File: config.mk
export PLATFORM = sky130hd
export DESIGN_NAME = portArbiterTop
export DESIGN_NICKNAME = d
export VERILOG_FILES = /design/src/hw/portArbPkg.sv /design/src/hw/grantIf.sv /design/src/hw/pendIf.sv /design/src/hw/grantOutput.sv /design/src/hw/portArbiterTop.sv /design/src/hw/requestLatch.sv /design/src/hw/roundRobinPriority.sv
export VERILOG_INCLUDE_DIRS = /design/src /design/src/hw
export SDC_FILE = /design/constraint.sdc
export NUM_CORES = 1
export LEC_CHECK = 0
export BUFFER_PORTS_ARGS = -buffer_cell sky130_fd_sc_hd__buf_2
export CORE_ASPECT_RATIO = 0.75
export CORE_MARGIN = 3
export CORE_UTILIZATION = 50
export CTS_BUF_LIST = sky130_fd_sc_hd__clkbuf_8
export DETAILED_ROUTE_END_ITERATION = 6
export PLACE_DENSITY = 0.77
export SETUP_SLACK_MARGIN = 0.15
export SYNTH_ARGS = -nofsm -noshare
export SYNTH_HDL_FRONTEND = slang
export SYNTH_SLANG_ARGS = --single-unit
File: constraint.sdc
create_clock -name clk -period 5.8 [get_ports clk]
set_input_delay 0.29 -clock clk [delete_from_list [all_inputs] [get_ports clk]]
set_output_delay 0.29 -clock clk [all_outputs]
set_load 0.05 [all_outputs]
File: src/hw/portArb_cfg.svh
`ifndef PORTARB_CFG_SVH
`define PORTARB_CFG_SVH

// Number of requester ports as a power of two
`define ARB_PORT_COUNT 4

// Bits needed to name one port
`define ARB_IDX_WIDTH 2

// Request payload width
`define ARB_DATA_WIDTH 8

`endif

File: src/hw/portArbPkg.sv
`include "portArb_cfg.svh"

package portArbPkg;

    // Port number, also used for the priority pointer
    typedef logic [`ARB_IDX_WIDTH-1:0] portIdxT;

    // One request's data word
    typedef logic [`ARB_DATA_WIDTH-1:0] payloadT;

    // Output register stage
    // EMPTY means nothing held, HOLD means a grant waits on outReady
    typedef enum logic {
        OUT_EMPTY = 1'b0,
        OUT_HOLD  = 1'b1
    } outStateE;

endpackage

File: src/hw/grantIf.sv
`timescale 1ns/100ps

interface grantIf;
    import portArbPkg::*;

    // Valid/ready transfer when both are high at an edge
    logic    grantValid;
    logic    grantReady;
    // Winner and its payload
    portIdxT grantPort;
    payloadT grantData;

    // Arbiter side
    modport arb (
        output grantValid,
        output grantPort,
        output grantData,
        input  grantReady
    );

    // Output register side
    modport out (
        input  grantValid,
        input  grantPort,
        input  grantData,
        output grantReady
    );

endinterface

File: src/hw/pendIf.sv
`timescale 1ns/100ps

`include "portArb_cfg.svh"

interface pendIf;
    import portArbPkg::*;

    // One bit per port holding a request
    logic [`ARB_PORT_COUNT-1:0] pendVec;
    // Buffered payload per port
    payloadT                    pendData [`ARB_PORT_COUNT];
    // One-hot port to drop while clrEn is high
    logic [`ARB_PORT_COUNT-1:0] clrVec;
    logic                       clrEn;

    // Request buffers side
    modport latch (
        output pendVec,
        output pendData,
        input  clrVec,
        input  clrEn
    );

    // Arbiter side
    modport arb (
        input  pendVec,
        input  pendData,
        output clrVec,
        output clrEn
    );

endinterface

File: src/hw/grantOutput.sv
`timescale 1ns/100ps

module grantOutput (
    input  logic                clk,
    input  logic                arstN,
    input  logic                outReady,
    output logic                outValid,
    output portArbPkg::portIdxT outPort,
    output portArbPkg::payloadT outData,
    grantIf.out                 grant
);
    import portArbPkg::*;

    outStateE state;
    // Grant moves into the register this edge
    logic     takeGrant;

    // Accept when empty or when the held grant leaves this edge
    assign grant.grantReady = (state == OUT_EMPTY) || outReady;
    assign takeGrant        = grant.grantValid && grant.grantReady;
    assign outValid         = (state == OUT_HOLD);

    // Holding FSM
    always_ff @(posedge clk or negedge arstN) begin
        if (!arstN) begin
            state <= OUT_EMPTY;
        end else begin
            case (state)
                OUT_EMPTY: begin
                    if (grant.grantValid) begin
                        state <= OUT_HOLD;
                    end
                end
                OUT_HOLD: begin
                    // Drained with nothing behind it
                    if (outReady && !grant.grantValid) begin
                        state <= OUT_EMPTY;
                    end
                end
                default: state <= OUT_EMPTY;
            endcase
        end
    end

    // Winner register
    always_ff @(posedge clk) begin
        if (takeGrant) begin
            outPort <= grant.grantPort;
            outData <= grant.grantData;
        end
    end

    // Output holds steady under back-pressure
    holdStableA: assert property (
        @(posedge clk) disable iff (!arstN)
        outValid && !outReady |=> outValid && $stable(outPort) && $stable(outData)
    ) else $error("output changed while stalled");

endmodule

File: src/hw/portArbiterTop.sv
`timescale 1ns/100ps

`include "portArb_cfg.svh"

module portArbiterTop (
    input  logic                       clk,
    input  logic                       arstN,
    // Per-port request channels
    input  logic [`ARB_PORT_COUNT-1:0] inValid,
    input  portArbPkg::payloadT        inData [`ARB_PORT_COUNT],
    output logic [`ARB_PORT_COUNT-1:0] inReady,
    // Granted request channel
    output logic                       outValid,
    input  logic                       outReady,
    output portArbPkg::portIdxT        outPort,
    output portArbPkg::payloadT        outData
);

    // Latch to arbiter
    pendIf  pendBus ();
    // Arbiter to output register
    grantIf grantBus ();

    // Stage 1 holds one buffer per port
    requestLatch latch0 (
        .clk     (clk),
        .arstN   (arstN),
        .inValid (inValid),
        .inData  (inData),
        .inReady (inReady),
        .pend    (pendBus.latch)
    );

    // Stage 2 picks round-robin
    roundRobinPriority arb0 (
        .clk   (clk),
        .arstN (arstN),
        .pend  (pendBus.arb),
        .grant (grantBus.arb)
    );

    // Stage 3 registers the output under back-pressure
    grantOutput out0 (
        .clk      (clk),
        .arstN    (arstN),
        .outReady (outReady),
        .outValid (outValid),
        .outPort  (outPort),
        .outData  (outData),
        .grant    (grantBus.out)
    );

endmodule

File: src/hw/requestLatch.sv
`timescale 1ns/100ps

`include "portArb_cfg.svh"

module requestLatch (
    input  logic                       clk,
    input  logic                       arstN,
    input  logic [`ARB_PORT_COUNT-1:0] inValid,
    input  portArbPkg::payloadT        inData [`ARB_PORT_COUNT],
    output logic [`ARB_PORT_COUNT-1:0] inReady,
    pendIf.latch                       pend
);
    import portArbPkg::*;

    localparam int PortCount = `ARB_PORT_COUNT;

    // Buffer occupancy, one flag per port
    logic [PortCount-1:0] fullVec;
    // Handshake hits this cycle
    logic [PortCount-1:0] loadVec;
    // Held payloads
    payloadT              bufData [PortCount];

    // Ready only while the buffer is empty
    // so a cleared port refills one edge later at the earliest
    assign inReady = ~fullVec;
    assign loadVec = inValid & inReady;

    // Occupancy flags
    always_ff @(posedge clk or negedge arstN) begin
        if (!arstN) begin
            fullVec <= '0;
        end else begin
            for (int i = 0; i < PortCount; i++) begin
                // Clear and load never hit the same port
                if (pend.clrEn && pend.clrVec[i]) begin
                    fullVec[i] <= 1'b0;
                end else if (loadVec[i]) begin
                    fullVec[i] <= 1'b1;
                end
            end
        end
    end

    // Payload capture on accept
    always_ff @(posedge clk) begin
        for (int i = 0; i < PortCount; i++) begin
            if (loadVec[i]) begin
                bufData[i] <= inData[i];
            end
        end
    end

    // Pending view for the arbiter
    assign pend.pendVec  = fullVec;
    assign pend.pendData = bufData;

    // Arbiter may only drop one port, and only one that holds a request
    clrOnlyFullA: assert property (
        @(posedge clk) disable iff (!arstN)
        pend.clrEn |-> ($onehot(pend.clrVec) && ((pend.clrVec & ~fullVec) == '0))
    ) else $error("clrVec names an empty port or is not one-hot");

endmodule

File: src/hw/roundRobinPriority.sv
`timescale 1ns/100ps

`include "portArb_cfg.svh"

module roundRobinPriority (
    input logic clk,
    input logic arstN,
    pendIf.arb  pend,
    grantIf.arb grant
);
    import portArbPkg::*;

    localparam int PortCount = `ARB_PORT_COUNT;
    localparam int IdxWidth  = `ARB_IDX_WIDTH;

    // Priority pointer, search starts here
    portIdxT                prioPtr;
    // Pending vector repeated so a right shift wraps
    logic [2*PortCount-1:0] doubledVec;
    logic [2*PortCount-1:0] shiftedWide;
    // Pending ports relative to the pointer
    logic [PortCount-1:0]   rotatedVec;
    // One-hot first pending port after the pointer
    logic [PortCount-1:0]   lowestBit;
    // Per index bit, which one-hot positions set it
    logic [PortCount-1:0]   bitMask [IdxWidth];
    // Winner offset from the pointer
    portIdxT                scanIdx;
    // Grant accepted by the output stage
    logic                   grantFire;

    // Rotate pending vector right by the pointer
    assign doubledVec  = {pend.pendVec, pend.pendVec};
    assign shiftedWide = doubledVec >> prioPtr;
    assign rotatedVec  = shiftedWide[PortCount-1:0];

    // Two's complement trick keeps only the lowest set bit
    assign lowestBit = rotatedVec & (~rotatedVec + 1'b1);

    // One-hot to index encoder
    for (genvar maskIdx = 0; maskIdx < IdxWidth; maskIdx++) begin : maskScan
        for (genvar bitIdx = 0; bitIdx < PortCount; bitIdx++) begin : bitScan
            // Position bitIdx contributes to index bit maskIdx
            assign bitMask[maskIdx][bitIdx] = ((bitIdx >> maskIdx) % 2) == 1;
        end
        // OR-reduce the masked one-hot
        assign scanIdx[maskIdx] = |(lowestBit & bitMask[maskIdx]);
    end

    // Undo the rotation with an add that wraps for power-of-two counts
    assign grant.grantPort  = scanIdx + prioPtr;
    assign grant.grantData  = pend.pendData[grant.grantPort];
    // Valid from pending state only, never from ready
    assign grant.grantValid = |pend.pendVec;

    assign grantFire = grant.grantValid && grant.grantReady;

    // Drop the winner's buffer on the accepting edge
    assign pend.clrEn  = grantFire;
    assign pend.clrVec = grantFire ? ({{(PortCount-1){1'b0}}, 1'b1} << grant.grantPort) : '0;

    // Pointer steps once per serviced port
    always_ff @(posedge clk or negedge arstN) begin
        if (!arstN) begin
            prioPtr <= '0;
        end else if (grantFire) begin
            prioPtr <= prioPtr + 1'b1;
        end
    end

    // Winner must hold a request in the latch stage
    grantPendingA: assert property (
        @(posedge clk) disable iff (!arstN)
        grant.grantValid |-> pend.pendVec[grant.grantPort]
    ) else $error("granted port %0d is not pending", grant.grantPort);

endmodule

== Word-level counts from Yosys, hierarchy flattened ==
Cells that the tools add are included.

* Register bits after elaboration: 49
* Bits of input ports: 39
* Output and inout bits: 15
* Word-level logic and storage cells: 54

* Add/sub/neg operators: 3
* $lt $le $gt $ge: 1
* Shift operators: 2
* Mux-type cells: 15
* Bitwise logic cells: 6
* Reduce and logical (&&, ||, !) cells: 15

{| class="wikitable"
|+ Operators with widths
! cell !! number
|-
| $bmux W8 S2 || 1
|-
| $mux W8 || 2
|-
| $mux W1 || 10
|-
| $and A4 B4 Y4 || 2
|-
| $not A4 Y4 || 2
|-
| $reduce_bool A2 Y1 || 4
|-
| $shr A8 B2 Y4 || 1
|-
| $logic_and A1 B1 Y1 || 6
|-
| $add A4 B1 Y4 const B || 1
|-
| $mux W4 || 1
|-
| $reduce_or A2 Y1 || 2
|-
| $reduce_or A4 Y1 || 1
|-
| $shl A1 B2 Y4 const A || 1
|-
| $ge A3 B3 Y1 const B || 1
|-
| $not A2 Y3 || 1
|-
| $add A2 B1 Y2 const B || 1
|-
| $add A2 B2 Y2 || 1
|-
| $pmux W1 S2 || 1
|-
| $logic_not A1 Y1 || 1
|-
| $logic_or A1 B1 Y1 || 1
|-
| $not A1 Y1 || 1
|}

== Logic depth before layout (Yosys ltp) ==
* Word-level depth: 10
* Mapped depth: 10
* Depth with buffers taken out: 8

== Cells and area by module ==
Synthesis repeated with hierarchy kept, for this count alone.

* Cell total of the unflattened synthesis: 128
* Area total of the unflattened synthesis: 2,045.7 µm²

{| class="wikitable"
|+ Modules (own cells, without submodules)
! module !! times used !! cells an instance !! area each (µm²) !! seq. area each (µm²)
|-
| requestLatch || 1 || 48 || 1,136.1 || 1,061.0
|-
| roundRobinPriority || 1 || 66 || 555.5 || 50.0
|-
| grantOutput || 1 || 14 || 354.1 || 325.3
|}

== Least setup slack after synthesis ==
Ideal clock, no wire load.

* Kind: reg2reg
* Start: register latch0.fullVec[1] (netlist: latch0.pend.pendVec[1])
* End: register out0.outData[0], data pin
* Library setup time: 273 ps
* Arrival: 2,537 ps
* Required time: 5,527 ps
* Slack: 2,990 ps
* Cell stages (with the launch flop): 9
* Buffers on the path: 2
* Period minus slack after synthesis: 2,810 ps
* Cells stage by stage: dfrtp_1 -> buf_2 -> inv_1 -> nor3_1 -> a311oi_1 -> o211ai_1 -> ha_1 -> clkbuf_1 -> mux4_1

* Word-level cells in the longest chain between the ends: 10
* Elaborated cells between the ends (all ways): 11
* Those cells by class: 2 x add/sub; 1 x shift; 3 x mux; 3 x bitwise; 2 x reduce/logical

{| class="wikitable"
|+ RTL lines
! item !! line !! text
|-
| start, declared || requestLatch.sv:18 || <nowiki>logic [PortCount-1:0] fullVec;</nowiki>
|-
| start signal, assigned || requestLatch.sv:32 || <nowiki>fullVec <= '0;</nowiki>
|-
| start signal, assigned by index || requestLatch.sv:37 || <nowiki>fullVec[i] <= 1'b0;</nowiki>
|-
| start signal, assigned by index || requestLatch.sv:39 || <nowiki>fullVec[i] <= 1'b1;</nowiki>
|-
| $shr A8 B2 Y4 * || roundRobinPriority.sv:34 || <nowiki>assign shiftedWide = doubledVec >> prioPtr;</nowiki>
|-
| $not A4 Y4 || roundRobinPriority.sv:38 || <nowiki>assign lowestBit = rotatedVec & (~rotatedVec + 1'b1);</nowiki>
|-
| $add A4 B1 Y4 || roundRobinPriority.sv:38 ||
|-
| $and A4 B4 Y4 * || roundRobinPriority.sv:38 ||
|-
| $reduce_or A2 Y1 * || roundRobinPriority.sv:47 || <nowiki>assign scanIdx[maskIdx] = |(lowestBit & bitMask[maskIdx]);</nowiki>
|-
| $add A2 B2 Y2 * || roundRobinPriority.sv:51 || <nowiki>assign grant.grantPort = scanIdx + prioPtr;</nowiki>
|-
| via arb0.grant.grantPort[0] || grantIf.sv:16 || <nowiki>output grantPort,</nowiki>
|-
| $not A2 Y3 (implied by the code) * || roundRobinPriority.sv:52 || <nowiki>assign grant.grantData = pend.pendData[grant.grantPort];</nowiki>
|-
| $bmux W8 S2 * || roundRobinPriority.sv:52 ||
|-
| $mux W8 (implied by the code) * (2 in series) || roundRobinPriority.sv:52 ||
|-
| via arb0.grant.grantData[0] || grantIf.sv:17 || <nowiki>output grantData,</nowiki>
|-
| end signal, assigned || grantOutput.sv:49 || <nowiki>outData <= grant.grantData;</nowiki>
|-
| end, declared || grantOutput.sv:9 || <nowiki>output portArbPkg::payloadT outData,</nowiki>
|}

Mark *: on every way through the listed nets, which the timed path passes. The rest lies on a longest branch. The select of a mux whose other input is x is not followed.
A chain may end at the register's enable or synchronous reset.

== Final worst setup path ==
* Start: register arb0.prioPtr[0]
* End: register out0.outData[3], data pin

* Word-level cells in the longest chain between the ends: 10
* Elaborated cells between the ends (all ways): 11
* Those cells by class: 2 x add/sub; 1 x shift; 3 x mux; 3 x bitwise; 2 x reduce/logical

{| class="wikitable"
|+ RTL lines
! item !! line !! text
|-
| start, declared || roundRobinPriority.sv:17 || <nowiki>portIdxT prioPtr;</nowiki>
|-
| start signal, assigned || roundRobinPriority.sv:67 || <nowiki>prioPtr <= prioPtr + 1'b1;</nowiki>
|-
| $shr A8 B2 Y4 || roundRobinPriority.sv:34 ||
|-
| $not A4 Y4 || roundRobinPriority.sv:38 ||
|-
| $add A4 B1 Y4 || roundRobinPriority.sv:38 ||
|-
| $and A4 B4 Y4 || roundRobinPriority.sv:38 ||
|-
| $reduce_or A2 Y1 || roundRobinPriority.sv:47 ||
|-
| $add A2 B2 Y2 * || roundRobinPriority.sv:51 ||
|-
| $not A2 Y3 (implied by the code) * || roundRobinPriority.sv:52 ||
|-
| $bmux W8 S2 * || roundRobinPriority.sv:52 ||
|-
| $mux W8 (implied by the code) * (2 in series) || roundRobinPriority.sv:52 ||
|-
| via arb0.grant.grantData[3] || grantIf.sv:17 ||
|}

Marked as above.

==> flow_metrics.tcl <==
set metrics [dict create \
    row_count 19 \
    grt_max_degree 17 \
    first_pass_iters 4 \
    drive_above_1_share_pct 38.2 \
    internal-power_w 0.000814 \
    reg2reg_depth 6 \
    htree_levels 2 \
    wire_per_inst_um 16.7 \
    avgSynthCellArea_um2 18.1 \
    clock_latency_ps 300 \
    clockBufferDepth 2 \
    core-area_um2 3730 \
    rsz0062_at_grt "no" \
    critPathTopFamily "XOR/XNOR gates" \
    highest_layer "met4" \
    clock.fmax_ghz 0.322 \
    start_util_pct 52.8 \
    ys_ff_latch 49 \
    timing_max_transition_violations_final 0 \
    clkSinkCount 49 \
    comb_power_share_pct 43.5 \
    post-route-period-util_pct 53.5 \
    synthDistinctLibCells 32 \
    synth_nets 149 \
    power_switching_w 0.000526 \
    clockPowerShare_pct 14.4 \
    fillers 273 \
    hold_end "latch0.pend.pendData[14]$_DFFE_PP_" \
    grt_pass1_vias 1110 \
    path_cells "or4_1 -> o211ai_1 -> ha_1 -> xor2_1 -> xnor2_1 -> mux4_1" \
    hold_path.class "primary input to flip-flop" \
    antenna_found_initial 0 \
    area_growth_pct 19.7 \
    setup_violations 0 \
    post_cts_buffers 0 \
    worstMarginPinSlew_ps 1180 \
    regToRegSetupSlack_ps 2700 \
    grt_pass1_wl_mm 5.42 \
    worstReg2RegStart "arb0.prioPtr[0]$_DFFE_PN0P_" \
    critical_path_class "flip-flop to flip-flop" \
    leakagePower_nw 0.937 \
    grt_overflow 0 \
    dieHeight_um 60.4 \
    grt.total_usage_pct 16.2 \
    ff_latch_area_um2 1440 \
    netlist_instances 109 \
    critPathMaxFanout 13 \
    wl_mm 3.62 \
    yosysWarnings 0 \
    startpoint_type "flip-flop" \
    setup_ws_ps 2700 \
    p_sw_share_pct 39.3 \
    place_inst 208 \
    crit_slowest_cell "xnor2_1" \
    cts-root-buf "clkbuf_8" \
    finClkSkew_ps 10.9 \
    cts_made_buffers 5 \
    fin_crit_ps 3100 \
    holdPathStages 1 \
    p_per_area_nw_per_um2 568 \
    required_ps 5830 \
    end_kind "flip-flop" \
    status "complete, no violations" \
    slew_headroom_pct 20.9 \
    place_congestion 0.780 \
    vias 1156 \
    worstHoldStart "inData[14]" \
    place_hpwl_mm 2.57 \
    cts_tree "built" \
    via_per_inst 5.33 \
    cp.arrival_ps 3140 \
    antenna_cells 0 \
    drt-initial-drc-count 132 \
    nets 204 \
    hold_viol_final 0 \
    power.sequential.fraction_pct 42.1 \
    post-place-ws_ps 2700 \
    cap_violations 0 \
    ant_nets 0 \
    ir_drop_mv 0.245 \
    dr_wl_met2_mm 1.85 \
    clk_pin_slew_ps 90 \
    die_w_um 78.5 \
    die-area_um2 4740 \
    tns_ps 0 \
    syn-cell-area_um2 1970 \
    wl_met1_mm 1.43 \
    synth_seq_area_share_pct 72.9 \
    drcViolationCount 0 \
    cp_slowest_stage_delay_ps 920 \
    io_pins 54 \
    path_buf_inv 0 \
    wl_met3_um 294 \
    portBuffers 53 \
    r2r_end "out0.outData[3]$_DFFE_PP_" \
    multi_input_area_um2 454 \
    layoutNonFillerInstCount 217 \
]
## layout by cell type (no fill, tap or decap), drive strengths merged
cell and instances:
buf 54, edfxtp 42, inv 9, nor2 8, mux4 8, dfrtp 7
clkbuf 5, nor2b 4, o32ai 2, xor2 2, xnor2 2, o211ai 2
a31oi 2, o32a 2, nand2b 1, or2b 1, a32oi 1, nand3 1
o311a 1, nor3 1, a311oi 1, or4 1, nor4 1, a21oi 1
o21ai 1, nand2 1, ha 1, clkinv 1, clkinvlp 1, dlygate4sd3 1
## synthesized netlist by cell type
library cell	n	area, µm²
a21oi_1	1	5.00
a311oi_1	1	8.76
a31oi_1	2	12.5
a32oi_1	1	8.76
buf_2	2	10.0
buf_4	1	7.51
buf_6	2	22.5
clkbuf_1	1	3.75
clkbuf_2	1	5.00
dfrtp_1	7	175
edfxtp_1	42	1260
ha_1	1	12.5
inv_1	8	30.0
mux4_1	7	184
mux4_2	1	22.5
nand2_1	1	3.75
nand2b_1	1	6.26
nand3_1	1	5.00
nor2_1	8	30.0
nor2b_1	4	25.0
nor3_1	1	5.00
nor4_1	1	6.26
o211ai_1	2	15.0
o21ai_0	1	5.00
o311a_1	1	10.0
o32a_1	1	10.0
o32a_2	1	11.3
o32ai_1	2	17.5
or2b_1	1	7.51
or4_1	1	7.51
xnor2_1	2	17.5
xor2_1	2	17.5
## metal layers
metal | vias up | track usage (%)
met5 | - | 0
met4 | 0 | 7.23
li1 | 538 | -
met2 | 52 | 27.2
met3 | 4 | 5.64
met1 | 562 | 19.6
## per-stage QoR
stage | instance area (µm²) | hold WS [ps] | total power, W | utilization [%]
final | 2360 | 156 | 0.00134 | 63.2
after floorplan | 1970 | -5.59 | 0.00106 | -
after global routing | 2360 | 130 | 0.00141 | 63.2
after detailed placement | 2260 | 132 | 0.00116 | 60.5
after global placement | 2260 | 128 | 0.00113 | 60.5
after CTS | 2360 | 151 | 0.00135 | 63.2
## power groups by stage
stage / Clock (W) / Combinational (W) / Sequential [W]
floorplan: 0 / 0.000391 / 0.000670
global placement: 0 / 0.000569 / 0.000566
detailed placement: 0 / 0.000590 / 0.000573
CTS: 0.000197 / 0.000590 / 0.000565
global route: 0.000217 / 0.000617 / 0.000574
finish: 0.000193 / 0.000583 / 0.000565
## flip-flops by register name (all words and copies together), names as in the netlist
name / count
latch0.pend.pendVec: 4
out0.outValid: 1
arb0.prioPtr: 2
out0.outPort: 2
latch0.pend.pendData: 32
out0.outData: 8
## area by class of cell
cell class              count  area share [%]
flip-flops and latches     49            60.9
multi-input cells          45            19.3
repair buffers             55            12.0
clock buffers               5            2.92
well taps                  52            2.76
inverters                   8            1.27
clock inverters             3           0.849
## cell families (layout without fill, tap and decap cells)
logic type	Yosys count	after routing	share of synthesized area, %
AO/OA/AOI/OAI	13	13	5.27
XOR/XNOR	4	4	1.78
adder cells (fa/ha/maj)	1	1	0.635
buffers and inverters	15	71	4.00
flip-flops	49	49	72.9
multiplexers	8	8	10.5
AND/OR/NAND/NOR	19	19	4.89
## how the worst max path moves through the flow
stage	slack, ps	from	cells past startpoint	endpoint
6_report	2700	arb0.prioPtr[0]$_DFFE_PN0P_	6	out0.outData[3]$_DFFE_PP_
5_1_grt	2540	arb0.prioPtr[0]$_DFFE_PN0P_	7	out0.outData[3]$_DFFE_PP_
4_1_cts	2680	arb0.prioPtr[0]$_DFFE_PN0P_	6	out0.outData[3]$_DFFE_PP_
3_5_place_dp	2700	arb0.prioPtr[0]$_DFFE_PN0P_	6	out0.outData[3]$_DFFE_PP_
3_3_place_gp	2850	arb0.prioPtr[0]$_DFFE_PN0P_	6	out0.outData[6]$_DFFE_PP_
2_1_floorplan	2990	latch0.pend.pendVec[1]$_DFFE_PN0P_	8	out0.outData[0]$_DFFE_PP_
## worst register-to-register path, cell delays in order (launching register included)
cell and delay (ps):
dfrtp_1 530, or4_1 600, o211ai_1 110, ha_1 180, xor2_1 70, xnor2_1 920, mux4_1 430
## timing repair
item	4_1_cts	5_1_grt
gates resized for setup	0	0
endpoints found under the hold margin	7	0
hold buffers	1	0
No activity file was read; power rests on OpenSTA's default activity.
